$ cat src/design/isa_pkg.sv
package isa_pkg;

    typedef logic [31:0] word_t;    // Data word or byte address
    typedef logic [31:0] inst_t;
    typedef logic [3:0]  regno_t;
    typedef logic [15:0] imm_t;     // Sign-extended in decode
    typedef logic [5:0]  op1_t;
    typedef logic [7:0]  op2_t;
    typedef logic [1:0]  alu_src_t;
    typedef logic [1:0]  wb_src_t;

    // Primary opcodes
    localparam op1_t OP1_ALUR = 6'b000000;
    localparam op1_t OP1_BEQ  = 6'b001000;
    localparam op1_t OP1_BLT  = 6'b001001;
    localparam op1_t OP1_BLE  = 6'b001010;
    localparam op1_t OP1_BNE  = 6'b001011;
    localparam op1_t OP1_JAL  = 6'b001100;
    localparam op1_t OP1_LW   = 6'b010010;
    localparam op1_t OP1_SW   = 6'b011010;
    localparam op1_t OP1_ADDI = 6'b100000;
    localparam op1_t OP1_ANDI = 6'b100100;
    localparam op1_t OP1_ORI  = 6'b100101;
    localparam op1_t OP1_XORI = 6'b100110;

    // Secondary opcodes of the ALUR group
    localparam op2_t OP2_EQ   = 8'b00001000;
    localparam op2_t OP2_LT   = 8'b00001001;
    localparam op2_t OP2_LE   = 8'b00001010;
    localparam op2_t OP2_NE   = 8'b00001011;
    localparam op2_t OP2_ADD  = 8'b00100000;
    localparam op2_t OP2_AND  = 8'b00100100;
    localparam op2_t OP2_OR   = 8'b00100101;
    localparam op2_t OP2_XOR  = 8'b00100110;
    localparam op2_t OP2_SUB  = 8'b00101000;
    localparam op2_t OP2_NAND = 8'b00101100;
    localparam op2_t OP2_NOR  = 8'b00101101;
    localparam op2_t OP2_NXOR = 8'b00101110;
    localparam op2_t OP2_RSHF = 8'b00110000;
    localparam op2_t OP2_LSHF = 8'b00110001;

    // Field positions
    localparam int OP1_HI = 31;
    localparam int OP1_LO = 26;
    localparam int OP2_HI = 25;
    localparam int OP2_LO = 18;
    localparam int IMM_HI = 23;
    localparam int IMM_LO = 8;
    localparam int RD_HI  = 11;
    localparam int RD_LO  = 8;
    localparam int RS_HI  = 7;
    localparam int RS_LO  = 4;
    localparam int RT_HI  = 3;
    localparam int RT_LO  = 0;

    localparam alu_src_t ALU_SRC_RT   = 2'd0;
    localparam alu_src_t ALU_SRC_IMM  = 2'd1;
    localparam alu_src_t ALU_SRC_IMM4 = 2'd2;   // Immediate times four

    localparam wb_src_t WB_PC  = 2'd0;
    localparam wb_src_t WB_MEM = 2'd1;
    localparam wb_src_t WB_ALU = 2'd2;

    // ALUR with an unused op2, decodes to no write
    localparam inst_t BUBBLE = '0;

endpackage

$ cat src/design/reg_file.sv
`timescale 1ns/1ps

module reg_file (
    input  logic            clk,
    input  logic            reset,
    input  isa_pkg::regno_t rs,
    input  isa_pkg::regno_t rt,
    output isa_pkg::word_t  rs_val,
    output isa_pkg::word_t  rt_val,
    input  logic            wb_we,
    input  isa_pkg::regno_t wb_reg,
    input  isa_pkg::word_t  wb_data
);
    import isa_pkg::*;

    word_t regs [2**$bits(regno_t)];

    always_ff @(posedge clk or posedge reset) begin
        if (reset) begin
            for (int i = 0; i < 2**$bits(regno_t); i++)
                regs[i] <= '0;
        end else if (wb_we) begin
            regs[wb_reg] <= wb_data;
        end
    end

    // Write-through so writeback never needs an interlock
    assign rs_val = (wb_we && wb_reg == rs) ? wb_data : regs[rs];
    assign rt_val = (wb_we && wb_reg == rt) ? wb_data : regs[rt];

endmodule

$ cat config.mk
export PLATFORM = sky130hd
export DESIGN_NAME = reg_file
export DESIGN_NICKNAME = d
export VERILOG_FILES = /design/src/design/isa_pkg.sv /design/src/design/reg_file.sv
export SDC_FILE = /design/constraint.sdc
export NUM_CORES = 1
export LEC_CHECK = 0
export BUFFER_PORTS_ARGS = -buffer_cell sky130_fd_sc_hd__clkbuf_2
export CAP_MARGIN = 20
export CORE_MARGIN = 1.5
export CORE_UTILIZATION = 60
export CTS_BUF_LIST = sky130_fd_sc_hd__clkbuf_16
export DETAILED_ROUTE_END_ITERATION = 16
export GPL_TIMING_DRIVEN = 0
export PLACE_DENSITY = 0.8
export SKIP_LAST_GASP = 1
export SYNTH_ARGS = -nofsm -noshare
export SYNTH_HDL_FRONTEND = slang
export SYNTH_SLANG_ARGS = --single-unit
$ cat constraint.sdc
create_clock -name clk -period 23.6 [get_ports clk]
set_input_delay 2.36 -clock clk [delete_from_list [all_inputs] [get_ports clk]]
set_output_delay 2.36 -clock clk [all_outputs]
set_load 0.03 [all_outputs]
Yosys cells after proc, flatten, opt, wreduce, memory -nomap -nowiden. Index checks and enable logic that the tools add are counted.

Eq/ne operators: 2. Multiplexer cells: 11. $lt $le $gt $ge: 4. Shift operators: 0. Reduce and logical (&&, ||, !) cells: 3. Divide/modulo/power cells: 0. $mul: 0. Add/sub/neg operators: 0. Bitwise logic cells: 3.

Operators by type and width (count): $bwmux W512 (1); $bmux W32 S4 (2); $mux W32 (7); $demux W32 S4 (1); $ge A5 B5 Y1 const B (3); $not A4 Y5 (3); $eq A4 B4 Y1 (2); $lt A5 B1 Y1 const B (1); $logic_and A1 B1 Y1 (3).

ROM bits: 0. Bits of input ports: 47. Word-level logic and storage cells: 39. Bits in latches: 0. Flip-flop bits (word level): 512. Memory bits (writable): 0. Output and inout port bits: 64. Memories kept: 0.

Depth between registers and ports, before layout.
Depth in word-level cells: 6. Mapped depth: 7.

Worst setup path before layout. No wires, ideal clock.

Path type: input port to output port. Start: input port rt[0]. End: output port rt_val[10]. Buffers on the path: 3. Cell stages on the path: 7. Setup slack: 17.127 ns. Required time: 21.240 ns. Arrival: 4.113 ns. Cells stage by stage: clkbuf_1 -> buf_2 -> buf_2 -> mux4_2 -> a22oi_1 -> nand2_1 -> mux2_2.

Longest elaborated chain between the ends: 5. Elaborated cells on any way between the ends: 7. Classes of those cells: eq/ne (1); mux (4); bitwise (1); reduce/logical (1).

Ends and longest elaborated chain: start, declared (RTL line reg_file.sv:7) `input isa_pkg::regno_t rt,`; $not A4 Y5 (implied by the code) (RTL line reg_file.sv:29) `assign rt_val = (wb_we && wb_reg == rt) ? wb_data : regs[rt];`; $bmux W32 S4 (RTL line reg_file.sv:29); $mux W32 (implied by the code) (2 in a row) (RTL line reg_file.sv:29); $mux W32 (*) (RTL line reg_file.sv:29); end, declared (RTL line reg_file.sv:9) `output isa_pkg::word_t rt_val,`.

Mark *: on every way between the ends. The rest lies on a longest branch, timed or not. The select of a mux whose other input is x is not followed.

Final worst setup path.
Start: input port rs[1]. End: output port rs_val[7].

Longest elaborated chain between the ends: 5. Elaborated cells on any way between the ends: 7. Classes of those cells: eq/ne (1); mux (4); bitwise (1); reduce/logical (1).

Ends and longest elaborated chain: start, declared (RTL line reg_file.sv:6) `input isa_pkg::regno_t rs,`; $not A4 Y5 (implied by the code) (RTL line reg_file.sv:28) `assign rs_val = (wb_we && wb_reg == rs) ? wb_data : regs[rs];`; $bmux W32 S4 (RTL line reg_file.sv:28); $mux W32 (implied by the code) (2 in a row) (RTL line reg_file.sv:28); $mux W32 (*) (RTL line reg_file.sv:28); end, declared (RTL line reg_file.sv:8) `output isa_pkg::word_t rs_val,`.

Marks and branches as above.

==> run_summary.xml <==
<?xml version="1.0" encoding="UTF-8"?>
<metrics>
  <group name="sta">
    <metric name="tns" unit="ns">0</metric>
    <metric name="period_minus_slack" unit="ns">8.05</metric>
    <metric name="rsz0062_at_grt" unit="">false</metric>
    <metric name="timing.final.hold_violations" unit="">0</metric>
    <metric name="fin_skew" unit="ns">0</metric>
    <metric name="fmax" unit="GHz">0.124</metric>
    <metric name="worst_slew_margin_rel" unit="">0.116</metric>
    <metric name="worstMarginPinSlew" unit="ns">1.33</metric>
    <metric name="setup_violations" unit="">0</metric>
    <metric name="final_min_period_over_clock_period" unit="">0.341</metric>
    <metric name="timing.final.max_slew_violations" unit="">0</metric>
  </group>
  <group name="power_and_ir_drop">
    <metric name="power_leakage" unit="uW">0.0127</metric>
    <metric name="power.ir.vdd_worst" unit="V">0.0000685</metric>
    <metric name="p_total" unit="uW">2750</metric>
    <metric name="power-per-cell-area" unit="mW/mm^2">90.7</metric>
  </group>
  <group name="detailed_routing">
    <metric name="count_of_tritonroute_iterations_in_the_first_routing_pass" unit="">6</metric>
    <metric name="drc" unit="">0</metric>
    <metric name="drtAntennaViolNets" unit="">0</metric>
    <metric name="wl_per_cell" unit="um">33.1</metric>
    <metric name="drt-total-wl" unit="um">84800</metric>
    <metric name="via_per_inst" unit="">7.25</metric>
    <metric name="via_count" unit="">18600</metric>
    <metric name="initialDrtViolationCount" unit="">2322</metric>
  </group>
  <group name="global_route">
    <metric name="gr-total-overflow" unit="">0</metric>
    <metric name="grt_max_degree" unit="">130</metric>
    <metric name="grt_pass1_vias" unit="">19300</metric>
    <metric name="track_usage" unit="">0.370</metric>
    <metric name="antenna_violations_before_repair" unit="">8</metric>
    <metric name="global_route_wire_length_before_repair" unit="um">125000</metric>
  </group>
  <group name="floorplanning">
    <metric name="die-area" unit="mm^2">0.0468</metric>
    <metric name="initial_utilization" unit="">0.613</metric>
    <metric name="die-height" unit="um">216</metric>
    <metric name="placementRows" unit="">77</metric>
    <metric name="coreArea" unit="mm^2">0.0445</metric>
    <metric name="num_io_pins" unit="">111</metric>
    <metric name="chipWidth" unit="um">216</metric>
  </group>
  <group name="layout">
    <metric name="drive_above_1_share" unit="">0.538</metric>
    <metric name="stdcell_area" unit="mm^2">0.0304</metric>
    <metric name="nets" unit="">1971</metric>
    <metric name="layout_top_registers" unit="">regs (512)</metric>
    <metric name="top_register" unit="">regs</metric>
    <metric name="largest_register_ffs" unit="">512</metric>
    <metric name="syn2layout_area_growth" unit="%">11.2</metric>
  </group>
  <group name="critical_path">
    <metric name="path_max_fanout" unit="">10</metric>
    <metric name="worstPathRequired" unit="ns">21.24</metric>
    <metric name="endpoint_kind" unit="">primary output</metric>
    <metric name="worstSetupPathType" unit="">input port to primary output</metric>
    <metric name="crit_path_start_kind" unit="">input port</metric>
    <metric name="cp_data_arrival_time" unit="ns">5.69</metric>
  </group>
  <group name="placement">
    <metric name="dp.final_hpwl" unit="um">54400</metric>
    <metric name="place_congestion" unit="">0.936</metric>
    <metric name="buffer_ports.inserted" unit="">102</metric>
    <metric name="area_after_dpl" unit="mm^2">0.0287</metric>
  </group>
  <group name="yosys">
    <metric name="post_synth_inst_count" unit="">1757</metric>
    <metric name="post-synth-top-area-cell" unit="">dfrtp_1</metric>
    <metric name="postSynthNetCount" unit="">1804</metric>
    <metric name="syn_area" unit="mm^2">0.0273</metric>
    <metric name="synth.yosys.seq_area_share" unit="">0.469</metric>
    <metric name="yosys_register_bits" unit="">512</metric>
    <metric name="synth_area_per_cell" unit="um^2">15.5</metric>
    <metric name="synthDominantCellAreaShare" unit="">0.469</metric>
    <metric name="yosys_synthesis_warning_count" unit="">0</metric>
    <metric name="yosysUniqueCellTypes" unit="">22</metric>
    <metric name="synth.top_cells.by_area" unit="">dfrtp_1 47%, mux2_2 23%, mux4_2 21%</metric>
  </group>
  <group name="clock_network">
    <metric name="post_cts_hold_buffer_count" unit="">0</metric>
    <metric name="clock_sinks" unit="">512</metric>
    <metric name="tritoncts" unit="">yes</metric>
    <metric name="cts_bufs_inserted" unit="">53</metric>
    <metric name="post_cts_buffers" unit="">0</metric>
    <metric name="cts_root_buffer" unit="">clkbuf_16</metric>
    <metric name="post_cts_resize_count" unit="">0</metric>
    <metric name="cts-htree-levels" unit="">2</metric>
    <metric name="cts-root-to-sink-buffers" unit="">3</metric>
    <metric name="clk-insertion-delay-late" unit="ns">0.61</metric>
    <metric name="path_clk_slew" unit="ns">0.06</metric>
  </group>
  <group name="worst_hold_path">
    <metric name="holdCritPathClass" unit="">flip-flop to flip-flop</metric>
  </group>
  <group name="run_status">
    <metric name="run_status" unit="">complete, no violations</metric>
  </group>
  <group name="flow_run">
    <metric name="cap_viol_max_count" unit="">0</metric>
  </group>
</metrics>
cell usage in the layout, fill, tap and decap left out, types with 2 or more instances in the layout:
cell type,netlist,layout
nor4_2,2,2
or3_1,3,3
mux4_2,258,258
nand2_1,66,66
xnor2_1,2,2
mux2_1,13,13
and2_0,2,2
buf_2,51,51
a22oi_1,124,124
nand3b_1,2,2
buf_1,14,14
dfrtp_1,512,512
nor2b_1,5,5
clkinv_2,0,10
buf_8,0,4
buf_6,2,4
nand2b_1,4,4
xor2_1,6,6
nor2_1,12,12
clkbuf_1,113,113
clkbuf_16,0,54
buf_16,0,4
clkinv_1,0,16
bufinv_16,0,2
inv_1,1,13
clkbuf_2,0,102
diode_2,0,4
mux2_2,563,563
cell usage after synthesis, drive strengths merged:
cell,count
a22oi,124
and2,2
buf,67
clkbuf,113
dfrtp,512
inv,1
mux2,576
mux4,258
nand2,66
nand2b,4
nand3,1
nand3b,2
nor2,12
nor2b,5
nor3b,1
nor4,2
or3,3
xnor2,2
xor2,6
worst max-delay path, cell delays in order:
cell	delay [ns]
buf_2	0.23
buf_1	0.85
clkbuf_1	0.95
mux4_2	0.43
a22oi_1	0.24
nand2_1	0.14
mux2_2	0.29
clkbuf_2	0.19
where the power goes:
| group | total, uW | internal (uW) | leakage (uW) | switching [uW] |
|---|---|---|---|---|
| Sequential | 1240 | 1080 | 0.00628 | 154 |
| Clock | 796 | 434 | 0.000839 | 362 |
| Combinational | 719 | 404 | 0.00562 | 314 |
| Total | 2750 | 1920 | 0.0127 | 831 |
area by class of cell:
| class | count | area, um^2 |
|---|---|---|
| fillers | 3029 | 14200 |
| multi-input cells | 1064 | 13700 |
| flip-flops and latches | 512 | 12800 |
| clock buffers | 54 | 1350 |
| plain buffers | 180 | 754 |
| well taps | 592 | 741 |
| repair buffers | 112 | 703 |
| clock inverters | 43 | 244 |
| inverters | 1 | 11.3 |
| diodes | 4 | 10.0 |
path summary, 6_finish.rpt:
| kind | slack [ns] | endpoint | cells past startpoint | start |
|---|---|---|---|---|
| setup / recovery | 15.55 | rs_val[7] | 8 | rs[1] |
| hold / removal | 0.52 | regs[109] | 1 | regs[109] |
| setup reg to reg | 22.76 | regs[110] | 1 | regs[110] |
| hold reg to reg | 0.52 | regs[109] | 1 | regs[109] |
| max in group asynchronous | 20.28 | regs[39] | 4 | reset |
| min in group asynchronous | 1.82 | regs[216] | 2 | reset |
kinds of logic after synthesis:
| kind of cell | after synthesis | share of synthesized area |
|---|---|---|
| muxes | 834 | 0.450 |
| DFF | 512 | 0.469 |
| buffers and inverters | 181 | 0.0278 |
| AOI/OAI and AO/OA | 124 | 0.0341 |
| and+or+nand+nor | 98 | 0.0159 |
| xor gates and xnor gates | 8 | 0.00257 |
stage by stage:
stage                     hold WS [ns]  setup WS, ns  std cells  utilization
after global routing             0.532         15.60       2558        0.682
after global placement           0.486          1.94       2451        0.641
after floorplan                  0.470          6.94       1757            -
final                            0.519         15.55       2562        0.682
after detailed placement         0.505         15.83       2456        0.644
after CTS                        0.522         15.77       2553        0.680
routing by layer:
metal,wire length (um),GRT usage
met2,38600,0.550
met3,10100,0.136
met1,31500,0.486
met4,4460,0.179
met5,167,0
(Power assumes the default switching activity.)
