## src/design/isa_pkg.sv

```systemverilog
package isa_pkg;

    typedef logic [31:0] word_t;    // Data word or byte address
    typedef logic [31:0] inst_t;
    typedef logic [3:0]  regno_t;
    typedef logic [15:0] imm_t;     // Sign-extended in decode
    typedef logic [5:0]  op1_t;
    typedef logic [7:0]  op2_t;
    typedef logic [1:0]  alu_src_t;
    typedef logic [1:0]  wb_src_t;

    // Primary opcodes
    localparam op1_t OP1_ALUR = 6'b000000;
    localparam op1_t OP1_BEQ  = 6'b001000;
    localparam op1_t OP1_BLT  = 6'b001001;
    localparam op1_t OP1_BLE  = 6'b001010;
    localparam op1_t OP1_BNE  = 6'b001011;
    localparam op1_t OP1_JAL  = 6'b001100;
    localparam op1_t OP1_LW   = 6'b010010;
    localparam op1_t OP1_SW   = 6'b011010;
    localparam op1_t OP1_ADDI = 6'b100000;
    localparam op1_t OP1_ANDI = 6'b100100;
    localparam op1_t OP1_ORI  = 6'b100101;
    localparam op1_t OP1_XORI = 6'b100110;

    // Secondary opcodes of the ALUR group
    localparam op2_t OP2_EQ   = 8'b00001000;
    localparam op2_t OP2_LT   = 8'b00001001;
    localparam op2_t OP2_LE   = 8'b00001010;
    localparam op2_t OP2_NE   = 8'b00001011;
    localparam op2_t OP2_ADD  = 8'b00100000;
    localparam op2_t OP2_AND  = 8'b00100100;
    localparam op2_t OP2_OR   = 8'b00100101;
    localparam op2_t OP2_XOR  = 8'b00100110;
    localparam op2_t OP2_SUB  = 8'b00101000;
    localparam op2_t OP2_NAND = 8'b00101100;
    localparam op2_t OP2_NOR  = 8'b00101101;
    localparam op2_t OP2_NXOR = 8'b00101110;
    localparam op2_t OP2_RSHF = 8'b00110000;
    localparam op2_t OP2_LSHF = 8'b00110001;

    // Field positions
    localparam int OP1_HI = 31;
    localparam int OP1_LO = 26;
    localparam int OP2_HI = 25;
    localparam int OP2_LO = 18;
    localparam int IMM_HI = 23;
    localparam int IMM_LO = 8;
    localparam int RD_HI  = 11;
    localparam int RD_LO  = 8;
    localparam int RS_HI  = 7;
    localparam int RS_LO  = 4;
    localparam int RT_HI  = 3;
    localparam int RT_LO  = 0;

    localparam alu_src_t ALU_SRC_RT   = 2'd0;
    localparam alu_src_t ALU_SRC_IMM  = 2'd1;
    localparam alu_src_t ALU_SRC_IMM4 = 2'd2;   // Immediate times four

    localparam wb_src_t WB_PC  = 2'd0;
    localparam wb_src_t WB_MEM = 2'd1;
    localparam wb_src_t WB_ALU = 2'd2;

    // ALUR with an unused op2, decodes to no write
    localparam inst_t BUBBLE = '0;

endpackage

```

## src/design/execute_stage.sv

```systemverilog
`timescale 1ns/1ps

module execute_stage (
    input  logic              clk,
    input  logic              reset,
    input  isa_pkg::op1_t     d_op1,
    input  isa_pkg::op2_t     d_op2,
    input  isa_pkg::word_t    d_pc,
    input  isa_pkg::word_t    d_a,
    input  isa_pkg::word_t    d_b,
    input  isa_pkg::word_t    d_imm,
    input  isa_pkg::alu_src_t d_alu_src,
    input  isa_pkg::wb_src_t  d_wb_src,
    input  isa_pkg::regno_t   d_dst,
    input  logic              d_we,
    input  logic              d_mem_we,
    output logic              redirect,
    output isa_pkg::word_t    target,
    output isa_pkg::word_t    e_alu,
    output isa_pkg::word_t    e_store,
    output isa_pkg::word_t    e_pc,
    output isa_pkg::regno_t   e_dst,
    output logic              e_we,
    output logic              e_mem_we,
    output isa_pkg::wb_src_t  e_wb_src
);
    import isa_pkg::*;

    word_t b;
    word_t alu;
    word_t imm4;
    logic  taken;

    assign imm4 = d_imm << 2;

    always_comb begin
        case (d_alu_src)
            ALU_SRC_IMM:  b = d_imm;
            ALU_SRC_IMM4: b = imm4;
            default:      b = d_b;
        endcase
    end

    always_comb begin
        case (d_op1)
            OP1_ALUR: begin
                case (d_op2)
                    OP2_EQ:   alu = {31'b0, d_a == b};
                    OP2_LT:   alu = {31'b0, $signed(d_a) < $signed(b)};
                    OP2_LE:   alu = {31'b0, $signed(d_a) <= $signed(b)};
                    OP2_NE:   alu = {31'b0, d_a != b};
                    OP2_ADD:  alu = d_a + b;
                    OP2_AND:  alu = d_a & b;
                    OP2_OR:   alu = d_a | b;
                    OP2_XOR:  alu = d_a ^ b;
                    OP2_SUB:  alu = d_a - b;
                    OP2_NAND: alu = ~(d_a & b);
                    OP2_NOR:  alu = ~(d_a | b);
                    OP2_NXOR: alu = ~(d_a ^ b);
                    OP2_RSHF: alu = $signed(d_a) >>> b[4:0];   // Arithmetic
                    OP2_LSHF: alu = d_a << b[4:0];
                    default:  alu = '0;
                endcase
            end
            OP1_ANDI: alu = d_a & b;
            OP1_ORI:  alu = d_a | b;
            OP1_XORI: alu = d_a ^ b;
            default:  alu = d_a + b;    // ADDI and load/store address
        endcase
    end

    always_comb begin
        case (d_op1)
            OP1_BEQ: taken = d_a == d_b;
            OP1_BLT: taken = $signed(d_a) < $signed(d_b);
            OP1_BLE: taken = $signed(d_a) <= $signed(d_b);
            OP1_BNE: taken = d_a != d_b;
            default: taken = 1'b0;
        endcase
    end

    assign redirect = taken || (d_op1 == OP1_JAL);
    assign target   = (d_op1 == OP1_JAL) ? d_a + imm4 : d_pc + imm4;

    // Execute latch, never flushed so JAL reaches writeback
    always_ff @(posedge clk or posedge reset) begin
        if (reset) begin
            e_we     <= 1'b0;
            e_mem_we <= 1'b0;
        end else begin
            e_we     <= d_we;
            e_mem_we <= d_mem_we;
        end
    end

    always_ff @(posedge clk) begin
        e_alu    <= alu;
        e_store  <= d_b;
        e_pc     <= d_pc;
        e_dst    <= d_dst;
        e_wb_src <= d_wb_src;
    end

endmodule

```

## config.mk

```make
export PLATFORM = sky130hd
export DESIGN_NAME = execute_stage
export DESIGN_NICKNAME = d
export VERILOG_FILES = /design/src/design/isa_pkg.sv /design/src/design/execute_stage.sv
export SDC_FILE = /design/constraint.sdc
export NUM_CORES = 1
export LEC_CHECK = 0
export ABC_AREA = 1
export BUFFER_PORTS_ARGS = -buffer_cell sky130_fd_sc_hd__buf_4
export CORE_MARGIN = 2
export CORE_UTILIZATION = 45
export DETAILED_ROUTE_END_ITERATION = 7
export PLACE_DENSITY = 0.75
export SETUP_SLACK_MARGIN = 0.02
export SLEW_MARGIN = 15
export SYNTH_ARGS = -nofsm -noshare
export SYNTH_HDL_FRONTEND = slang
export SYNTH_SLANG_ARGS = --single-unit
```

## constraint.sdc

```tcl
create_clock -name clk -period 8.5 [get_ports clk]
set_input_delay 0.425 -clock clk [delete_from_list [all_inputs] [get_ports clk]]
set_output_delay 0.425 -clock clk [all_outputs]
set_load 0.1 [all_outputs]
```

After elaboration in Yosys (flattened, before gate mapping) --
Index checks and enable logic that the tools add are counted.
Word-level totals: register bits 104, input bits 154
Cells by class: bitwise operators 6, equal/unequal tests 28, magnitude comparators 4, shift operators 2, reductions and logical operators 2, $add $sub $neg 4, mux-type cells 5
Operators by type and width (count):
- one-hot mux 32 bit (14 select lines) | 1
- one-hot mux 32 bit (4 select lines) | 1
- adder 32 bit | 3
- NOT 32 bit | 3
- == test 8 x 6 -> 1 bit, second input constant | 10
- == test 32 bit | 2
- <= comparator 32 bit | 2
- less-than comparator 32 bit | 2
- != test 32 bit | 2
- one-hot mux 32 bit (2 select lines) | 1
- AND 32 bit | 1
- == test 8 x 4 -> 1 bit, second input constant | 4
- 2-to-1 mux 32 bit | 1
- OR 32 bit | 1
- left shift 32 x 5 -> 32 bit | 1
- >>> shifter 32 x 5 -> 32 bit | 1
- subtractor 32 bit | 1
- XOR 32 bit | 1
- == test 6 x 4 -> 1 bit, second input constant | 5
- == test 6 bit, second input constant | 3
- logical NOT 6 bit | 1
- one-hot mux 1 bit (4 select lines) | 1
- == test 2 x 1 -> 1 bit, second input constant | 1
- == test 2 bit, second input constant | 1
- logical OR 1 bit | 1

Logic depth before layout (Yosys ltp) --
depth after elaboration 6, depth in mapped cells 27

Worst setup path before layout --
OpenSTA, ideal clock, no wires.
kind input -> output, from input port d_op1[5], to output port target[28], path buffers 2, stages on the path 21, arrival time 4421 ps, setup slack 3654 ps, cell sequence nor2_1 -> nand4_1 -> clkbuf_1 -> clkbuf_1 -> nand2_1 -> o21ai_0 -> ha_1 -> fa_1 -> nand3_1 -> nand2_1 -> a21oi_1 -> o21ai_1 -> nand2_1 -> nand2_1 -> a21boi_0 -> nor2_1 -> nand2_1 -> nand2_1 -> nand2_1 -> nand2_1 -> xor2_1
RTL lines:
- from (decl) | RTL line execute_stage.sv:6 | input isa_pkg::op1_t d_op1,
- to (decl) | RTL line execute_stage.sv:18 | output isa_pkg::word_t target,

Worst setup path in the final report --
from input port d_alu_src[0], to register e_alu[27]
On the way: longest elaborated chain between the ends 6, elaborated cells on any way between the ends 15
RTL lines:
- from (decl) | RTL line execute_stage.sv:12 | input isa_pkg::alu_src_t d_alu_src,
- == test 2 bit / == test 2 x 1 -> 1 bit (equally long branches) | RTL line execute_stage.sv:37 | case (d_alu_src)
- one-hot mux 32 bit (2 select lines) (*) | RTL line execute_stage.sv:37
- branches (longest 3 deep; another with subtractor 32 bit)
- one-hot mux 32 bit (4 select lines) (*) | RTL line execute_stage.sv:45 | case (d_op1)
- net alu[27] | RTL line execute_stage.sv:30 | word_t alu;
- to (signal assigned) | RTL line execute_stage.sv:97 | e_alu <= alu;
- to (decl) | RTL line execute_stage.sv:19 | output isa_pkg::word_t e_alu,
Mark *: on every way through the listed nets, which the timed path passes.

==> results.py <==
metrics = {
    "status": {
        "outcome": "finished, violations left",
        "violations": "DRC",
    },
    "sta": {
        "fin_crit_sh_pct": 61.8,
        "setup_violations": 0,
        "slew_headroom_pct": 13.8,
        "slew_viol_final": 0,
        "tns_ns": 0,
        "period_needed_ns": 5.26,
        "hold_viol": 0,
        "rsz0062_at_grt": "no",
        "worstMarginPinSlew_ns": 1.29,
        "timing.fmax_ghz": 0.190,
    },
    "place": {
        "dp.cells": 3458,
        "port-buffer-count": 290,
        "postPlaceCellArea_um2": 18300,
        "finalWeightedCongestion": 1.14,
        "place_hpwl_mm": 72.6,
    },
    "job": {
        "maxCapViolations": 0,
    },
    "die": {
        "die_x_um": 192,
        "rows": 68,
        "dieArea_um2": 36900,
        "fp.dieH_um": 192,
        "io_pins": 291,
        "start_util_pct": 45.8,
        "core_um2": 34700,
    },
    "routing": {
        "routed_wl_mm": 91.8,
        "drt_first_iter_violations": 3448,
        "vias": 22100,
        "dr.pass1.iters": 8,
        "drc": 12,
        "post_drt_wl_per_cell_um": 26.4,
        "ant_nets": 0,
        "viasPerCell": 6.36,
    },
    "synthesis": {
        "async_reset_ff_share_pct": 1.92,
        "synth-seq-cells": 104,
        "seq_area_frac_synth_pct": 13.2,
        "synth_edf_count": 0,
        "ys_types": 51,
        "synthFlopType": "dfxtp_1",
        "synth_cells": 2808,
        "syn_nets": 3127,
        "synth-warning-count": 0,
        "synth.cell_area_um2": 15900,
        "syn_area_per_cell_um2": 5.66,
    },
    "grt": {
        "grt_pass1_vias": 20500,
        "antenna_found_initial": 4,
        "grt-ovfl-total": 0,
        "grt_max_degree": 66,
        "grt_pass1_wl_mm": 131,
        "grt.total_usage_pct": 48.9,
    },
    "clock_tree": {
        "cts_max_level": 3,
        "clkSlewWorstSetupHoldPaths_ns": 0.11,
        "cts_hold_buf": 1,
        "cts.sinks": 104,
        "cts_made_buffers": 9,
        "cts_buffer_depth": 2,
        "postCtsSetupBuffers": 0,
        "cts_resized": 0,
        "cts_tree": "done",
        "cts_root_buf": "clkbuf_16",
    },
    "critical_path": {
        "endpoint_kind": "register",
        "crit_type": "primary input to register",
        "cp_cell_sequence": "buf_4, inv_1, ha_1, buf_4, inv_2, nand2_1, inv_1, a221oi_1, ha_1, inv_1, a21oi_1, o21ai_0, a21oi_1, o21ai_0, a21oi_1, nand2_1, nand2_1, nand3_1, nand2_1, nand2_1, a21oi_1",
        "crit_path_start_kind": "primary input",
        "crit_arrival_ns": 5.60,
        "critPathSlowestCell": "a221oi_1",
        "cpMostUsedCell": "nand2_1",
        "crit_fanout": 22,
        "cp_slowest_stage_delay_ns": 1.14,
        "required_ns": 8.85,
    },
    "pwr": {
        "leakage_nw": 9.66,
        "powerDensity_nw_per_um2": 182,
        "total_power_mw": 3.38,
        "ir_drop_mv": 0.253,
    },
    "hold_path": {
        "hold_path_class": "primary input to register",
    },
    "cells_and_area": {
        "syn2layout_area_growth_pct": 17.2,
        "final_cells": 3477,
        "final_cell_area_um2": 18600,
        "drive_gt1_share_pct": 12.1,
        "finalNetCount": 3334,
    },
}
[cell usage in the layout, fill, tap and decap left out, types with 7 or more instances in the layout]
cell	instances
a221oi_1	12
clkbuf_16	9
xor2_1	33
a21o_1	8
o21ai_0	177
buf_4	315
a21oi_1	219
dfxtp_1	102
nand3_1	299
nor3_1	36
a21boi_0	7
o22ai_1	72
inv_1	344
inv_2	11
o221ai_1	16
o211ai_1	25
nor2_1	214
a31oi_1	15
ha_1	163
nand2_1	754
nand4_1	33
a211oi_1	19
o21ai_1	41
o21a_1	8
xnor2_1	11
[stage by stage]
step                      hold slack [ns]  worst slack [ns]  utilization (%)
after global placement              0.285              3.48             52.7
after floorplan                     0.166              3.65                -
after global routing                0.116              3.11             53.7
after CTS                           0.117              3.84             53.7
after detailed placement            0.290              3.42             52.7
final                               0.117              3.24             53.7
[worst paths after layout]
path	start	to	slack (ns)	cells past startpoint
worst min-delay path	d_pc[15]	e_pc[15]$_DFF_P_	0.12	1
max in group asynchronous	reset	e_we$_DFF_PP0_	7.96	3
min in group asynchronous	reset	e_mem_we$_DFF_PP0_	0.43	3
worst max-delay path	d_alu_src[0]	e_alu[27]$_DFF_P_	3.24	21
[final cells by class]
class | instances | area (um^2)
multi-input cells | 2224 | 11900
well taps | 455 | 569
flip-flops and latches | 104 | 2090
inverters | 360 | 1350
clock inverters | 7 | 91.3
repair buffers | 316 | 2370
fillers | 3656 | 16100
clock buffers | 9 | 225
diodes | 2 | 5.00
[sequential cells by signal, summed over array words and instances, names as in the netlist]
| register | cells |
|---|---|
| e_mem_we | 1 |
| e_we | 1 |
| e_pc | 32 |
| e_store | 32 |
| e_alu | 32 |
| e_wb_src | 2 |
| e_dst | 4 |
[cells in the mapped netlist, types with 5 or more instances]
cell / number / area, um^2
clkinv_1: 5 / 18.8
clkbuf_1: 54 / 203
o21ai_1: 41 / 205
a21o_1: 8 / 60.1
nand3_1: 299 / 1500
o2111ai_1: 5 / 43.8
a21oi_1: 219 / 1100
buf_1: 7 / 26.3
a21boi_0: 7 / 52.6
buf_2: 50 / 250
buf_4: 6 / 45.0
inv_1: 344 / 1290
o21ai_0: 177 / 886
nor2_1: 215 / 807
nand4_1: 33 / 206
o22ai_1: 72 / 450
xor2_1: 33 / 289
a221oi_1: 12 / 105
o21a_1: 8 / 60.1
nor3_1: 37 / 185
a31oi_1: 15 / 93.8
xnor2_1: 11 / 96.3
o221ai_1: 16 / 140
a211oi_1: 19 / 143
a22oi_1: 6 / 45.0
o211ai_1: 25 / 188
nor4_1: 6 / 37.5
nand2_1: 754 / 2830
nand2_2: 6 / 37.5
inv_2: 11 / 41.3
ha_1: 163 / 2040
dfxtp_1: 102 / 2040
[report_power, final]
| part | total [mW] | internal, mW | switching, mW |
|---|---|---|---|
| Combinational | 2.31 | 0.529 | 1.78 |
| Clock | 0.491 | 0.216 | 0.275 |
| Sequential | 0.580 | 0.553 | 0.0269 |
[per-layer routing]
layer | vias up | wire [um] | track usage (%)
met5 | - | 29 | 0
met4 | 4 | 8210 | 35.2
met3 | 489 | 12900 | 16.9
met2 | 1816 | 37800 | 73.4
met1 | 9994 | 32900 | 57.9
li1 | 9815 | - | -
[cells by family after synthesis]
kind of cell | share of synthesized area [%]
multiplexers | 0.0629
buffers and inverters | 12.0
AO/OA/AOI/OAI | 23.1
flip-flops | 13.2
adder cells (fa/ha/maj) | 13.1
XOR/XNOR | 2.42
AND/OR/NAND/NOR | 36.2
[critical path, delay by kind of cell]
family	cells	cell delay, ns
adders and majority gates	2	0.71
buffers and inverters	6	1.21
AOI/OAI and AO/OA	7	2.50
and+or+nand+nor	6	0.73
Power figures use the tool's default switching activity.
