`src/design/isa_pkg.sv`:
```
package isa_pkg;

    typedef logic [31:0] word_t;    // Data word or byte address
    typedef logic [31:0] inst_t;
    typedef logic [3:0]  regno_t;
    typedef logic [15:0] imm_t;     // Sign-extended in decode
    typedef logic [5:0]  op1_t;
    typedef logic [7:0]  op2_t;
    typedef logic [1:0]  alu_src_t;
    typedef logic [1:0]  wb_src_t;

    // Primary opcodes
    localparam op1_t OP1_ALUR = 6'b000000;
    localparam op1_t OP1_BEQ  = 6'b001000;
    localparam op1_t OP1_BLT  = 6'b001001;
    localparam op1_t OP1_BLE  = 6'b001010;
    localparam op1_t OP1_BNE  = 6'b001011;
    localparam op1_t OP1_JAL  = 6'b001100;
    localparam op1_t OP1_LW   = 6'b010010;
    localparam op1_t OP1_SW   = 6'b011010;
    localparam op1_t OP1_ADDI = 6'b100000;
    localparam op1_t OP1_ANDI = 6'b100100;
    localparam op1_t OP1_ORI  = 6'b100101;
    localparam op1_t OP1_XORI = 6'b100110;

    // Secondary opcodes of the ALUR group
    localparam op2_t OP2_EQ   = 8'b00001000;
    localparam op2_t OP2_LT   = 8'b00001001;
    localparam op2_t OP2_LE   = 8'b00001010;
    localparam op2_t OP2_NE   = 8'b00001011;
    localparam op2_t OP2_ADD  = 8'b00100000;
    localparam op2_t OP2_AND  = 8'b00100100;
    localparam op2_t OP2_OR   = 8'b00100101;
    localparam op2_t OP2_XOR  = 8'b00100110;
    localparam op2_t OP2_SUB  = 8'b00101000;
    localparam op2_t OP2_NAND = 8'b00101100;
    localparam op2_t OP2_NOR  = 8'b00101101;
    localparam op2_t OP2_NXOR = 8'b00101110;
    localparam op2_t OP2_RSHF = 8'b00110000;
    localparam op2_t OP2_LSHF = 8'b00110001;

    // Field positions
    localparam int OP1_HI = 31;
    localparam int OP1_LO = 26;
    localparam int OP2_HI = 25;
    localparam int OP2_LO = 18;
    localparam int IMM_HI = 23;
    localparam int IMM_LO = 8;
    localparam int RD_HI  = 11;
    localparam int RD_LO  = 8;
    localparam int RS_HI  = 7;
    localparam int RS_LO  = 4;
    localparam int RT_HI  = 3;
    localparam int RT_LO  = 0;

    localparam alu_src_t ALU_SRC_RT   = 2'd0;
    localparam alu_src_t ALU_SRC_IMM  = 2'd1;
    localparam alu_src_t ALU_SRC_IMM4 = 2'd2;   // Immediate times four

    localparam wb_src_t WB_PC  = 2'd0;
    localparam wb_src_t WB_MEM = 2'd1;
    localparam wb_src_t WB_ALU = 2'd2;

    // ALUR with an unused op2, decodes to no write
    localparam inst_t BUBBLE = '0;

endpackage

```
`src/design/decode_stage.sv`:
```
`timescale 1ns/1ps

module decode_stage (
    input  logic              clk,
    input  logic              reset,
    input  isa_pkg::inst_t    inst,
    input  isa_pkg::word_t    pc_next,
    input  logic              redirect,
    input  isa_pkg::regno_t   ex_dst,
    input  logic              ex_we,
    output logic              stall,
    output isa_pkg::regno_t   rs,
    output isa_pkg::regno_t   rt,
    input  isa_pkg::word_t    rs_val,
    input  isa_pkg::word_t    rt_val,
    output isa_pkg::op1_t     d_op1,
    output isa_pkg::op2_t     d_op2,
    output isa_pkg::word_t    d_pc,
    output isa_pkg::word_t    d_a,
    output isa_pkg::word_t    d_b,
    output isa_pkg::word_t    d_imm,
    output isa_pkg::alu_src_t d_alu_src,
    output isa_pkg::wb_src_t  d_wb_src,
    output isa_pkg::regno_t   d_dst,
    output logic              d_we,
    output logic              d_mem_we
);
    import isa_pkg::*;

    op1_t     op1;
    op2_t     op2;
    imm_t     imm;
    regno_t   rd;
    alu_src_t alu_src;
    wb_src_t  wb_src;
    logic     we;
    logic     mem_we;
    logic     use_rd;
    logic     use_rt;       // rt is a source operand
    logic     rs_hazard;
    logic     rt_hazard;

    assign op1 = inst[OP1_HI:OP1_LO];
    assign op2 = inst[OP2_HI:OP2_LO];
    assign imm = inst[IMM_HI:IMM_LO];
    assign rd  = inst[RD_HI:RD_LO];
    assign rs  = inst[RS_HI:RS_LO];
    assign rt  = inst[RT_HI:RT_LO];

    always_comb begin
        alu_src = ALU_SRC_RT;
        wb_src  = WB_ALU;
        we      = 1'b0;
        mem_we  = 1'b0;
        use_rd  = 1'b0;
        use_rt  = 1'b0;
        case (op1)
            OP1_ALUR: begin
                use_rd = 1'b1;
                use_rt = 1'b1;
                // Unknown op2 (and the bubble) writes nothing
                we = op2 inside {OP2_EQ, OP2_LT, OP2_LE, OP2_NE, OP2_ADD, OP2_AND,
                                 OP2_OR, OP2_XOR, OP2_SUB, OP2_NAND, OP2_NOR,
                                 OP2_NXOR, OP2_RSHF, OP2_LSHF};
            end
            OP1_BEQ, OP1_BLT, OP1_BLE, OP1_BNE: use_rt = 1'b1;
            OP1_JAL: begin
                alu_src = ALU_SRC_IMM4;
                wb_src  = WB_PC;    // Link register gets pc_next
                we      = 1'b1;
            end
            OP1_LW: begin
                alu_src = ALU_SRC_IMM;
                wb_src  = WB_MEM;
                we      = 1'b1;
            end
            OP1_SW: begin
                alu_src = ALU_SRC_IMM;
                mem_we  = 1'b1;
                use_rt  = 1'b1;     // Store data
            end
            OP1_ADDI, OP1_ANDI, OP1_ORI, OP1_XORI: begin
                alu_src = ALU_SRC_IMM;
                we      = 1'b1;
            end
            default: ;
        endcase
    end

    // Only writers still ahead of writeback can hazard
    assign rs_hazard = (d_we && d_dst == rs) || (ex_we && ex_dst == rs);
    assign rt_hazard = use_rt && ((d_we && d_dst == rt) || (ex_we && ex_dst == rt));
    assign stall     = rs_hazard || rt_hazard;

    // Decode latch control, bubble on flush or stall
    always_ff @(posedge clk or posedge reset) begin
        if (reset) begin
            d_op1    <= OP1_ALUR;
            d_we     <= 1'b0;
            d_mem_we <= 1'b0;
        end else if (redirect || stall) begin
            d_op1    <= OP1_ALUR;
            d_we     <= 1'b0;
            d_mem_we <= 1'b0;
        end else begin
            d_op1    <= op1;
            d_we     <= we;
            d_mem_we <= mem_we;
        end
    end

    always_ff @(posedge clk) begin
        d_op2     <= op2;
        d_pc      <= pc_next;
        d_a       <= rs_val;
        d_b       <= rt_val;
        d_imm     <= {{($bits(word_t) - $bits(imm_t)){imm[$bits(imm_t)-1]}}, imm};
        d_alu_src <= alu_src;
        d_wb_src  <= wb_src;
        d_dst     <= use_rd ? rd : rt;
    end

endmodule

```
`config.mk`:
```
export PLATFORM = sky130hd
export DESIGN_NAME = decode_stage
export DESIGN_NICKNAME = d
export VERILOG_FILES = /design/src/design/isa_pkg.sv /design/src/design/decode_stage.sv
export SDC_FILE = /design/constraint.sdc
export NUM_CORES = 1
export LEC_CHECK = 0
export BUFFER_PORTS_ARGS = -buffer_cell sky130_fd_sc_hd__buf_4
export CAP_MARGIN = 30
export CORE_AREA = 4 4 114 116
export CTS_BUF_LIST = sky130_fd_sc_hd__clkbuf_8
export DETAILED_ROUTE_END_ITERATION = 8
export DIE_AREA = 0 0 118 120
export HOLD_SLACK_MARGIN = 0.12
export PLACE_DENSITY_LB_ADDON = 0.1
export SYNTH_ARGS = -nofsm -noshare
export SYNTH_HDL_FRONTEND = slang
export SYNTH_SLANG_ARGS = --single-unit
```
`constraint.sdc`:
```
create_clock -name clk -period 4.3 [get_ports clk]
set_clock_uncertainty 0.1 [all_clocks]
set_input_delay 0.645 -clock clk [delete_from_list [all_inputs] [get_ports clk]]
set_output_delay 0.645 -clock clk [all_outputs]
set_load 0.005 [all_outputs]
```
== Word-level counts from Yosys, hierarchy flattened ==
Cells that the tools add are included.

* Word-level logic and storage cells: 64
* Memories: 0
* Flip-flop bits (word level): 136
* Output and inout port bits: 161
* Bits in read-only memories: 0
* Latch bits: 0
* Memory bits (writable): 0
* Input port bits: 136

* Muxes and demuxes: 10
* Shifts and indexed selects: 0
* Reduce and logical (&&, ||, !) cells: 14
* Bitwise gates (word level): 0
* Magnitude comparators: 0
* Equal/unequal tests: 29
* $add $sub $neg: 0
* Multipliers: 0
* Divide/modulo/power cells: 0

{| class="wikitable"
|+ Operators with widths
! cell !! count
|-
| equality test 8 x 6 -> 1 bit, second input constant || 10
|-
| equality test 8 x 4 -> 1 bit, second input constant || 4
|-
| equality test 6 x 4 -> 1 bit, second input constant || 5
|-
| equality test 6 bit, second input constant || 4
|-
| OR reduction 6 bit || 3
|-
| equality test 4 bit || 4
|-
| nonzero test 14 bit || 1
|-
| equality test 6 x 5 -> 1 bit, second input constant || 2
|-
| one-hot mux 2 bit (2 select lines) || 2
|-
| logical NOT 6 bit || 1
|-
| two-way mux 6 bit || 1
|-
| logical AND 1 bit || 5
|-
| two-way mux 1 bit || 5
|-
| logical OR 1 bit || 4
|-
| two-way mux 4 bit || 1
|-
| one-hot mux 1 bit (2 select lines) || 1
|}

== Longest topological paths before layout ==
Gate-level depths: netlist (run 1).

* Word-level depth: 7
* Mapped depth: 5
* Mapped depth without buffers: 5

== Least setup slack after synthesis (run 1) ==
OpenSTA, ideal clock, no wires.

* Kind: input to output
* From: in ex_dst[0]
* To: out stall
* Arrival: 1.596 ns
* Data required time: 3.555 ns
* Stages on the path: 5
* Buffers on the path: 0
* Slack: 1.959 ns
* Cells stage by stage: inv_1 -> a222oi_1 -> nor4b_2 -> o211a_2 -> a311o_1

* Cells in the longest elaborated chain, start to end: 5
* Elaborated cells between the ends (all ways): 8
* Those cells by class: 2 x eq/ne; 6 x reduce/logical

{| class="wikitable"
|+ RTL lines
! item !! line !! RTL
|-
| start: declaration || decode_stage.sv:9 || <nowiki>input isa_pkg::regno_t ex_dst,</nowiki>
|-
| equality test 4 bit || decode_stage.sv:92 || <nowiki>assign rt_hazard = use_rt && ((d_we && d_dst == rt) || (ex_we && ex_dst == rt));</nowiki>
|-
| logical AND 1 bit || decode_stage.sv:92 ||
|-
| logical OR 1 bit || decode_stage.sv:92 ||
|-
| logical AND 1 bit || decode_stage.sv:92 ||
|-
| logical OR 1 bit * || decode_stage.sv:93 || <nowiki>assign stall = rs_hazard || rt_hazard;</nowiki>
|-
| end: declaration || decode_stage.sv:11 || <nowiki>output logic stall,</nowiki>
|}

Mark *: on every way between the ends. The rest lies on a longest branch, timed or not.

== Worst setup path after layout (run 1) ==
Ends and elaborated chain as after synthesis.

==> PnR_summary.wiki, run 1 <==
{| class="wikitable"
! Metric !! Value
|-
| Status || complete, no violations
|-
| Number of vias per cell || 4.02
|-
| Via count || 2756
|-
| Placeable core region || 11900 sq um
|-
| Slack of the worst reg-to-reg path || 2630 ps
|-
| Beginning of the worst register-to-register path || d_dst[3]$_DFF_P_
|-
| Cell mode on critical path || sky130_fd_sc_hd__buf_4
|-
| Highest clock frequency the design can meet || roughly 0.38 GHz
|-
| Post-Route Setup TNS || 0 ps
|-
| Max clock buf depth || 2
|-
| Net count after synthesis || 375
|-
| DIE HEIGHT || 120 um
|-
| Post-CTS setup-driven buffer insertion count || 0
|-
| Half-perimeter wire length of the detailed placement result || about 9.2 mm
|-
| Areal power density over the cells || 436 nW/um^2
|-
| Hold violation total from the final report || 0
|-
| Port bufs || between 200 and 300
|-
| Detailed-router iteration count before antenna repair || 4
|-
| Io pins || 297
|-
| Clock transition at the registers of the reported paths || 70 ps
|-
| Number of cells traversed by the worst register-to-register path || 5
|-
| Core Util, Final || 0.504
|-
| Mean Syn Cell Area || 14.2 sq um
|-
| Leading cell types by count after synthesis || 122 x sky130_fd_sc_hd__dfxtp_1, 30 x sky130_fd_sc_hd__buf_4, 10 x sky130_fd_sc_hd__inv_1
|-
| Residual DRC || 0
|-
| Number of buffers added by the clock tree synthesis step || 17
|-
| Die Footprint || 14200 sq um
|-
| Syn Inst Count || 239
|-
| Netlist cell types || 31
|-
| Final number of setup-violating endpoints || 0
|-
| Cts-stage hold buffer count || 1
|-
| Initial antenna violation count || 0
|-
| Row count || 40
|-
| Largest family of logic cells by synthesized area || buffers and inverters
|-
| H-tree level count || 4
|-
| GR Util All Layers || 0.157
|-
| Start point of the critical path || ex_dst[0]
|-
| Xor-xnor portion of the synthesized cell area || 0.0258
|-
| Cell area after layout || 6000 sq um
|-
| Lkg Pwr || 2.98 nW
|-
| Nets@finish || around 660
|-
| Number of enable flip-flop cells after synthesis || 0
|-
| Post-synth top flop || sky130_fd_sc_hd__dfxtp_1
|-
| Number of warning messages in the yosys log || 0
|-
| Final max-slew violation count || 0
|-
| Unrepaired setup endpoints after global routing || no
|-
| Worst max-slew margin expressed relative to the limit || 0.631
|-
| Routed length per placed instance || 16.3 um
|-
| Reg2Reg Capture Point || d_mem_we$_DFF_PP0_
|-
| Hold_ws || 207 ps
|-
| Post-Synth Adder-Cell Area || 0
|-
| Critical path fanouts, max || 7
|-
| VDD IR max || between 0.0002 and 0.0003 V
|-
| Netlist area before placement || ~3400 sq um
|-
| Width of the die || ~120 um
|-
| Maximum number of pins on one net before global-route repair || 19
|-
| Number of synthesized register bits || 130
|-
| Req. time, crit path || 3560 ps
|-
| Share of synthesized area occupied by flip-flops and latches || 0.778
|-
| Multiplexer fraction of the synthesized cell area || 0.0166
|-
| Maxcap violations || 0
|-
| Crit path cell chain || buf_4 > inv_1 > a222oi_1 > nor4b_2 > o211a_2 > a311o_1 > buf_4
|-
| Setup Crit Path Kind || in2out
|-
| Overall power consumption || 2.62 mW
|-
| Post-synthesis cell type with the largest combined area || sky130_fd_sc_hd__dfxtp_1
|-
| Clock insertion delay at the later pin of the skew report || 430 ps
|-
| Critical path launch point type || primary input
|-
| Transition time at the pin with the least slew margin || ~550 ps
|-
| Number of nets with antenna violations after routing || 0
|-
| Share of cells above drive strength 1 || 0.632
|-
| Clock root buffer || sky130_fd_sc_hd__clkbuf_8
|-
| Clock tree from TritonCTS || yes
|-
| Library cell with the highest instance count after synthesis || sky130_fd_sc_hd__dfxtp_1
|-
| CTS resizes || 0
|-
| Final worst-path cycle share || 0.616
|-
| Gp weighted congestion || 0.779
|-
| Cell at the slowest stage of the critical path || sky130_fd_sc_hd__a222oi_1
|-
| Delay of the slowest critical-path stage || 320 ps
|-
| Area fraction in and, or, nand and nor cells after synthesis || 0.0597
|-
| Iter 0 DRT Violations || 85
|-
| CP Data Arrival Time || 1910 ps
|-
| Share of the synthesized area in compound gates (AO/OA/AOI/OAI) || 0.0413
|-
| Async set-reset flop share out of synthesis || 0.0615
|-
| Overflow left after global routing || 0
|-
| Post-placement cell area || 5580 sq um
|-
| Critical path endpoint || stall
|-
| Global-route wire length before repair || 16.4 mm
|-
| Tmin final || 2650 ps
|-
| Type of the worst min-delay path || in2reg
|-
| CTS sink cnt || 130
|-
| Synth area leaders || sky130_fd_sc_hd__dfxtp_1 72%, sky130_fd_sc_hd__buf_4 6.6%, sky130_fd_sc_hd__dfrtp_1 5.9%
|-
| Area growth from synthesis to layout || 76.7%
|-
| Crit end category || output pin
|-
| Top cell type's share of synthesized area || 0.719
|-
| Overall routed net length || roughly 11 mm
|-
| Vias in the first global route || 2949
|-
| Diode insertion count for antenna repair || 0
|-
| Initial cell density of the core || 0.285
|}
registers in the layout, summed over array words and instances (netlist names):
name	flops
d_op2	3
d_mem_we	1
d_a	32
d_pc	32
d_op1	6
d_alu_src	2
d_dst	4
d_we	1
d_b	32
d_imm	15
d_wb_src	2
layout by cell type (no fill, tap or decap), types with 2 or more instances in the layout:
master and instances:
sky130_fd_sc_hd__buf_4 296, sky130_fd_sc_hd__nor2b_1 4, sky130_fd_sc_hd__nor3_1 4, sky130_fd_sc_hd__xnor2_1 2
sky130_fd_sc_hd__nand2_1 5, sky130_fd_sc_hd__a21oi_1 2, sky130_fd_sc_hd__inv_6 2, sky130_fd_sc_hd__nor4b_2 2
sky130_fd_sc_hd__inv_1 10, sky130_fd_sc_hd__mux2_2 5, sky130_fd_sc_hd__clkbuf_8 21, sky130_fd_sc_hd__dfxtp_1 122
sky130_fd_sc_hd__xor2_1 8, sky130_fd_sc_hd__o22ai_1 4, sky130_fd_sc_hd__o21ai_0 3, sky130_fd_sc_hd__bufinv_16 2
sky130_fd_sc_hd__nand3_1 2, sky130_fd_sc_hd__clkinv_2 2, sky130_fd_sc_hd__dfrtp_1 8, sky130_fd_sc_hd__nor4_1 2
sky130_fd_sc_hd__clkinvlp_4 3, sky130_fd_sc_hd__o211ai_1 2, sky130_fd_sc_hd__nor2_1 9, sky130_fd_sc_hd__nor3b_1 3
worst min path at each step:
| stage | end | from | cells past startpoint | slack [ps] |
|---|---|---|---|---|
| floorplan | d_mem_we$_DFF_PP0_ | reset | 1 | 360 |
| finish | d_b[17]$_DFF_P_ | rt_val[17] | 1 | 210 |
| detailed placement | d_op1[1]$_DFF_PP0_ | reset | 2 | 510 |
| global placement | d_op1[0]$_DFF_PP0_ | reset | 2 | 510 |
| CTS | d_pc[22]$_DFF_P_ | pc_next[22] | 1 | 160 |
| global route | d_pc[22]$_DFF_P_ | pc_next[22] | 1 | 160 |
through the flow:
| stage | setup slack (ps) | instances |
|---|---|---|
| 6_report | 1650 | 685 |
| 5_1_grt | 1500 | 685 |
| 4_1_cts | 1650 | 685 |
| 3_5_place_dp | 1660 | 652 |
| 3_3_place_gp | 1660 | 652 |
| 2_1_floorplan | 1960 | 239 |
power by group:
group	switching, mW	internal [mW]
Sequential	0.0227	1.27
Clock	0.474	0.579
Combinational	0.0889	0.184
worst max-delay path: cells and delay by family:
| kind | cells | cell delay [ps] |
|---|---|---|
| AOI/OAI and AO/OA | 3 | 780 |
| buffers and inverters | 3 | 240 |
| and+or+nand+nor | 1 | 240 |
cells by family after synthesis:
kind of cell	after synthesis
flip-flops	130
buffers and inverters	41
AND/OR/NAND/NOR	35
AO/OA/AOI/OAI	18
XOR/XNOR	10
multiplexers	5
layer usage:
layer / share of wire / global-route usage
met4: 0.0099 / 0.0615
met5: 0 / 0
met2: 0.54 / 0.273
met3: 0.14 / 0.113
met1: 0.31 / 0.141
area by class of cell:
cell class | instances | area, sq um
Clock inverter | 11 | 125
Sequential cell | 130 | 2640
Inverter | 11 | 41.3
Timing Repair Buffer | 297 | 2230
Clock buffer | 21 | 289
Fill cell | 1117 | 5910
Tap cell | 147 | 184
Multi-Input combinational cell | 68 | 487
No activity file was read; power rests on OpenSTA's default activity.
==> run 2, diff against run 1 <==
Settings changed: CORE_AREA 4 4 114 116 to 4 4 113 115, DIE_AREA 0 0 118 120 to 0 0 117 119.
Clock period 4.3 ns to 2.3 ns, I/O delays scaled along.
==> PnR_summary.wiki, run 2 (same netlist as run 1, synthesis figures left out) <==
{| class="wikitable"
! Metric !! Value
|-
| Status || complete, no violations (unchanged)
|-
| Biggest registers after layout || d_a x32, d_b x32, d_pc x32 (unchanged)
|-
| Row count || 40 (unchanged)
|-
| Io pins || 297 (unchanged)
|-
| Final number of setup-violating endpoints || 0 (unchanged)
|-
| Cell at the slowest stage of the critical path || sky130_fd_sc_hd__dlygate4sd3_1 (was sky130_fd_sc_hd__a222oi_1)
|-
| Area of combinational cells with multiple inputs || 502 sq um (was 487 sq um)
|-
| VDD IR max || 0.000725 V (was 0.000293 V)
|-
| Via count || 3367 (was 2756)
|-
| GR Util All Layers || 0.187 (was 0.157)
|-
| Power share of the clock group || 0.376 (was 0.402)
|-
| Highest clock frequency the design can meet || 0.442 GHz
|-
| Number of nets with antenna violations after routing || 0 (unchanged)
|-
| Overall power consumption || 5.01 mW (was 2.62 mW)
|-
| Tmin final || ~2300 ps
|-
| Number of vias per cell || 4.15 (was 4.02)
|-
| Critical path launch point type || primary input (unchanged)
|-
| Detailed-router iteration count before antenna repair || 4 (unchanged)
|-
| Count of buffer and inverter cells on the critical path || 3 (unchanged)
|-
| Worst setup margin || 39.4 ps (was 1650 ps)
|-
| Req. time, crit path || 1860 ps (was 3560 ps)
|-
| Hold violation total from the final report || 0 (unchanged)
|-
| Crit end category || output pin (unchanged)
|-
| Core Util, Final || 0.615 (was 0.504)
|-
| Sequential standard cell area || 2650 sq um (was 2640 sq um)
|-
| Port bufs || 296 (unchanged)
|-
| CTS sink cnt || 130 (unchanged)
|-
| Vias in the first global route || 3723 (was 2949)
|-
| Residual DRC || 0 (unchanged)
|-
| Clock insertion delay at the later pin of the skew report || 420 ps (was 430 ps)
|-
| Maxcap violations || 0 (unchanged)
|-
| Type of the worst min-delay path || in2reg (unchanged)
|-
| CP Data Arrival Time || 1820 ps (was 1910 ps)
|-
| Crit path cell chain || dlygate4sd3_1 > buf_6 > nor2_1 > o22ai_1 > o211a_2 > a311o_1 > buf_4 (was buf_4 > inv_1 > a222oi_1 > nor4b_2 > o211a_2 > a311o_1 > buf_4)
|-
| Dominant delay contributor by cell family on the critical path || buffers and inverters (was compound AO/OA/AOI/OAI gates)
|-
| Max clock buf depth || 2 (unchanged)
|-
| Setup Crit Path Kind || in2out (unchanged)
|-
| FILL cells || 940 (was 1117)
|-
| Iter 0 DRT Violations || 100 (was 85)
|-
| Gp weighted congestion || 0.831 (was 0.779)
|-
| Number of buffers added by the clock tree synthesis step || 17 (unchanged)
|-
| Clock transition at the registers of the reported paths || 60 ps (was 70 ps)
|-
| DIE HEIGHT || 119 um (was 120 um)
|-
| Share of cells above drive strength 1 || 0.516 (was 0.632)
|-
| Highest-count cells in the layout ignoring fill and taps || 296 x sky130_fd_sc_hd__buf_4, 126 x sky130_fd_sc_hd__dlygate4sd3_1, 120 x sky130_fd_sc_hd__dfxtp_1 (was 296 x sky130_fd_sc_hd__buf_4, 122 x sky130_fd_sc_hd__dfxtp_1, 21 x sky130_fd_sc_hd__clkbuf_8)
|-
| Maximum number of pins on one net before global-route repair || 19 (unchanged)
|-
| Internal power || 3.89 mW (was 2.03 mW)
|-
| Overall routed net length || 13.1 mm (was 11.2 mm)
|-
| Cell area after layout || 7270 sq um (was 6000 sq um)
|-
| Worst max-slew margin expressed relative to the limit || 0.609 (was 0.631)
|-
| Diode insertion count for antenna repair || 0 (unchanged)
|-
| Critical path fanouts, max || 7 (unchanged)
|-
| Post-placement cell area || 5580 sq um (about the same)
|-
| Final worst-path cycle share || 0.983
|-
| Initial antenna violation count || 0 (unchanged)
|-
| Areal power density over the cells || 689 nW/um^2 (was 436 nW/um^2)
|-
| H-tree level count || 4 (unchanged)
|-
| Delay of the slowest critical-path stage || 560 ps (was 320 ps)
|-
| Lkg Pwr || 3.53 nW (was 2.98 nW)
|-
| Die Footprint || 13900 sq um (was 14200 sq um)
|-
| Clock tree from TritonCTS || yes (unchanged)
|-
| Initial cell density of the core || 0.288 (was 0.285)
|-
| Combinational share of power || 0.141 (was 0.104)
|-
| Psw || 1.11 mW (was 0.586 mW)
|-
| Final max-slew violation count || 0 (unchanged)
|-
| Transition time at the pin with the least slew margin || 586 ps (was 552 ps)
|-
| Overflow left after global routing || 0 (unchanged)
|-
| Width of the die || 117 um (was 118 um)
|-
| Worst-case setup slack after placement || 356 ps (was 1660 ps)
|-
| Portion of total power attributed to sequential cells || 0.483 (was 0.493)
|-
| Half-perimeter wire length of the detailed placement result || 9.04 mm (was 9.23 mm)
|-
| Area growth from synthesis to layout || 114% (was 76.7%)
|-
| Nets@finish || 788 (was 661)
|-
| Global-route wire length before repair || 19.3 mm (was 16.4 mm)
|-
| Switching share of total power || 0.223 (was 0.224)
|-
| Clock root buffer || sky130_fd_sc_hd__clkbuf_8 (unchanged)
|-
| Most common cell after layout, fill and taps aside || sky130_fd_sc_hd__buf_4 (unchanged)
|-
| Hold_ws || 195 ps (was 207 ps)
|-
| Placeable core region || 11800 sq um (was 11900 sq um)
|-
| Routed length per placed instance || 16.1 um (was 16.3 um)
|}
-- run 2: final cells by class --
type,instances,area share
multi-input cells,68,0.0690
inverters,11,0.00568
clock buffers,20,0.0379
flip-flops and latches,130,0.364
repair buffers,424,0.482
well taps,147,0.0253
clock inverters,12,0.0160
-- run 2: metrics by stage --
step,cells,TNS (ps)
4_1_cts,811,0
3_5_place_dp,653,0
5_1_grt,812,-22.9
3_3_place_gp,653,0
2_1_floorplan,239,0
6_report,812,0
-- run 2: path summary, 6_finish.rpt --
check / start / end / slack, ps / cells after the start
hold / removal: inst[26] / d_wb_src[1]$_DFF_P_ / 200 / 5
setup / recovery: inst[29] / stall / 40 / 7
hold reg to reg: d_we$_DFF_PP0_ / d_we$_DFF_PP0_ / 1000 / 5
setup reg to reg: d_dst[0]$_DFF_P_ / d_mem_we$_DFF_PP0_ / 740 / 5
max in group asynchronous: reset / d_we$_DFF_PP0_ / 1540 / 3
min in group asynchronous: reset / d_op1[1]$_DFF_PP0_ / 320 / 3
-- run 2: power groups by stage --
stage                     Combinational [mW]  Clock [mW]  Sequential (mW)
after floorplan                       0.0995           0             2.48
after global placement                 0.518           0             2.46
after detailed placement               0.521           0             2.46
after CTS                              0.699        1.94             2.41
after global routing                   0.760        2.05             2.43
final                                  0.705        1.88             2.42
-- run 2: worst reg2reg max path, cell delays in order (launching register included) --
cell	delay, ps
sky130_fd_sc_hd__dfxtp_2	370
sky130_fd_sc_hd__inv_1	50
sky130_fd_sc_hd__o21ai_0	190
sky130_fd_sc_hd__nor4_2	80
sky130_fd_sc_hd__a311o_2	400
sky130_fd_sc_hd__nor4b_2	270
-- run 2: per-layer routing --
metal,share of wire,GRT usage,up-vias
li1,-,-,1583
met1,0.33,0.172,1557
met2,0.53,0.336,204
met3,0.12,0.0960,23
met4,0.027,0.0832,0
met5,0,0,-
-- run 2: timing repair --
item                       CTS  global route
setup endpoints to repair    0             1
gates resized for setup      0             7
hold buffers               126             0
hold endpoints to repair   137             0
buffers inserted             0             1
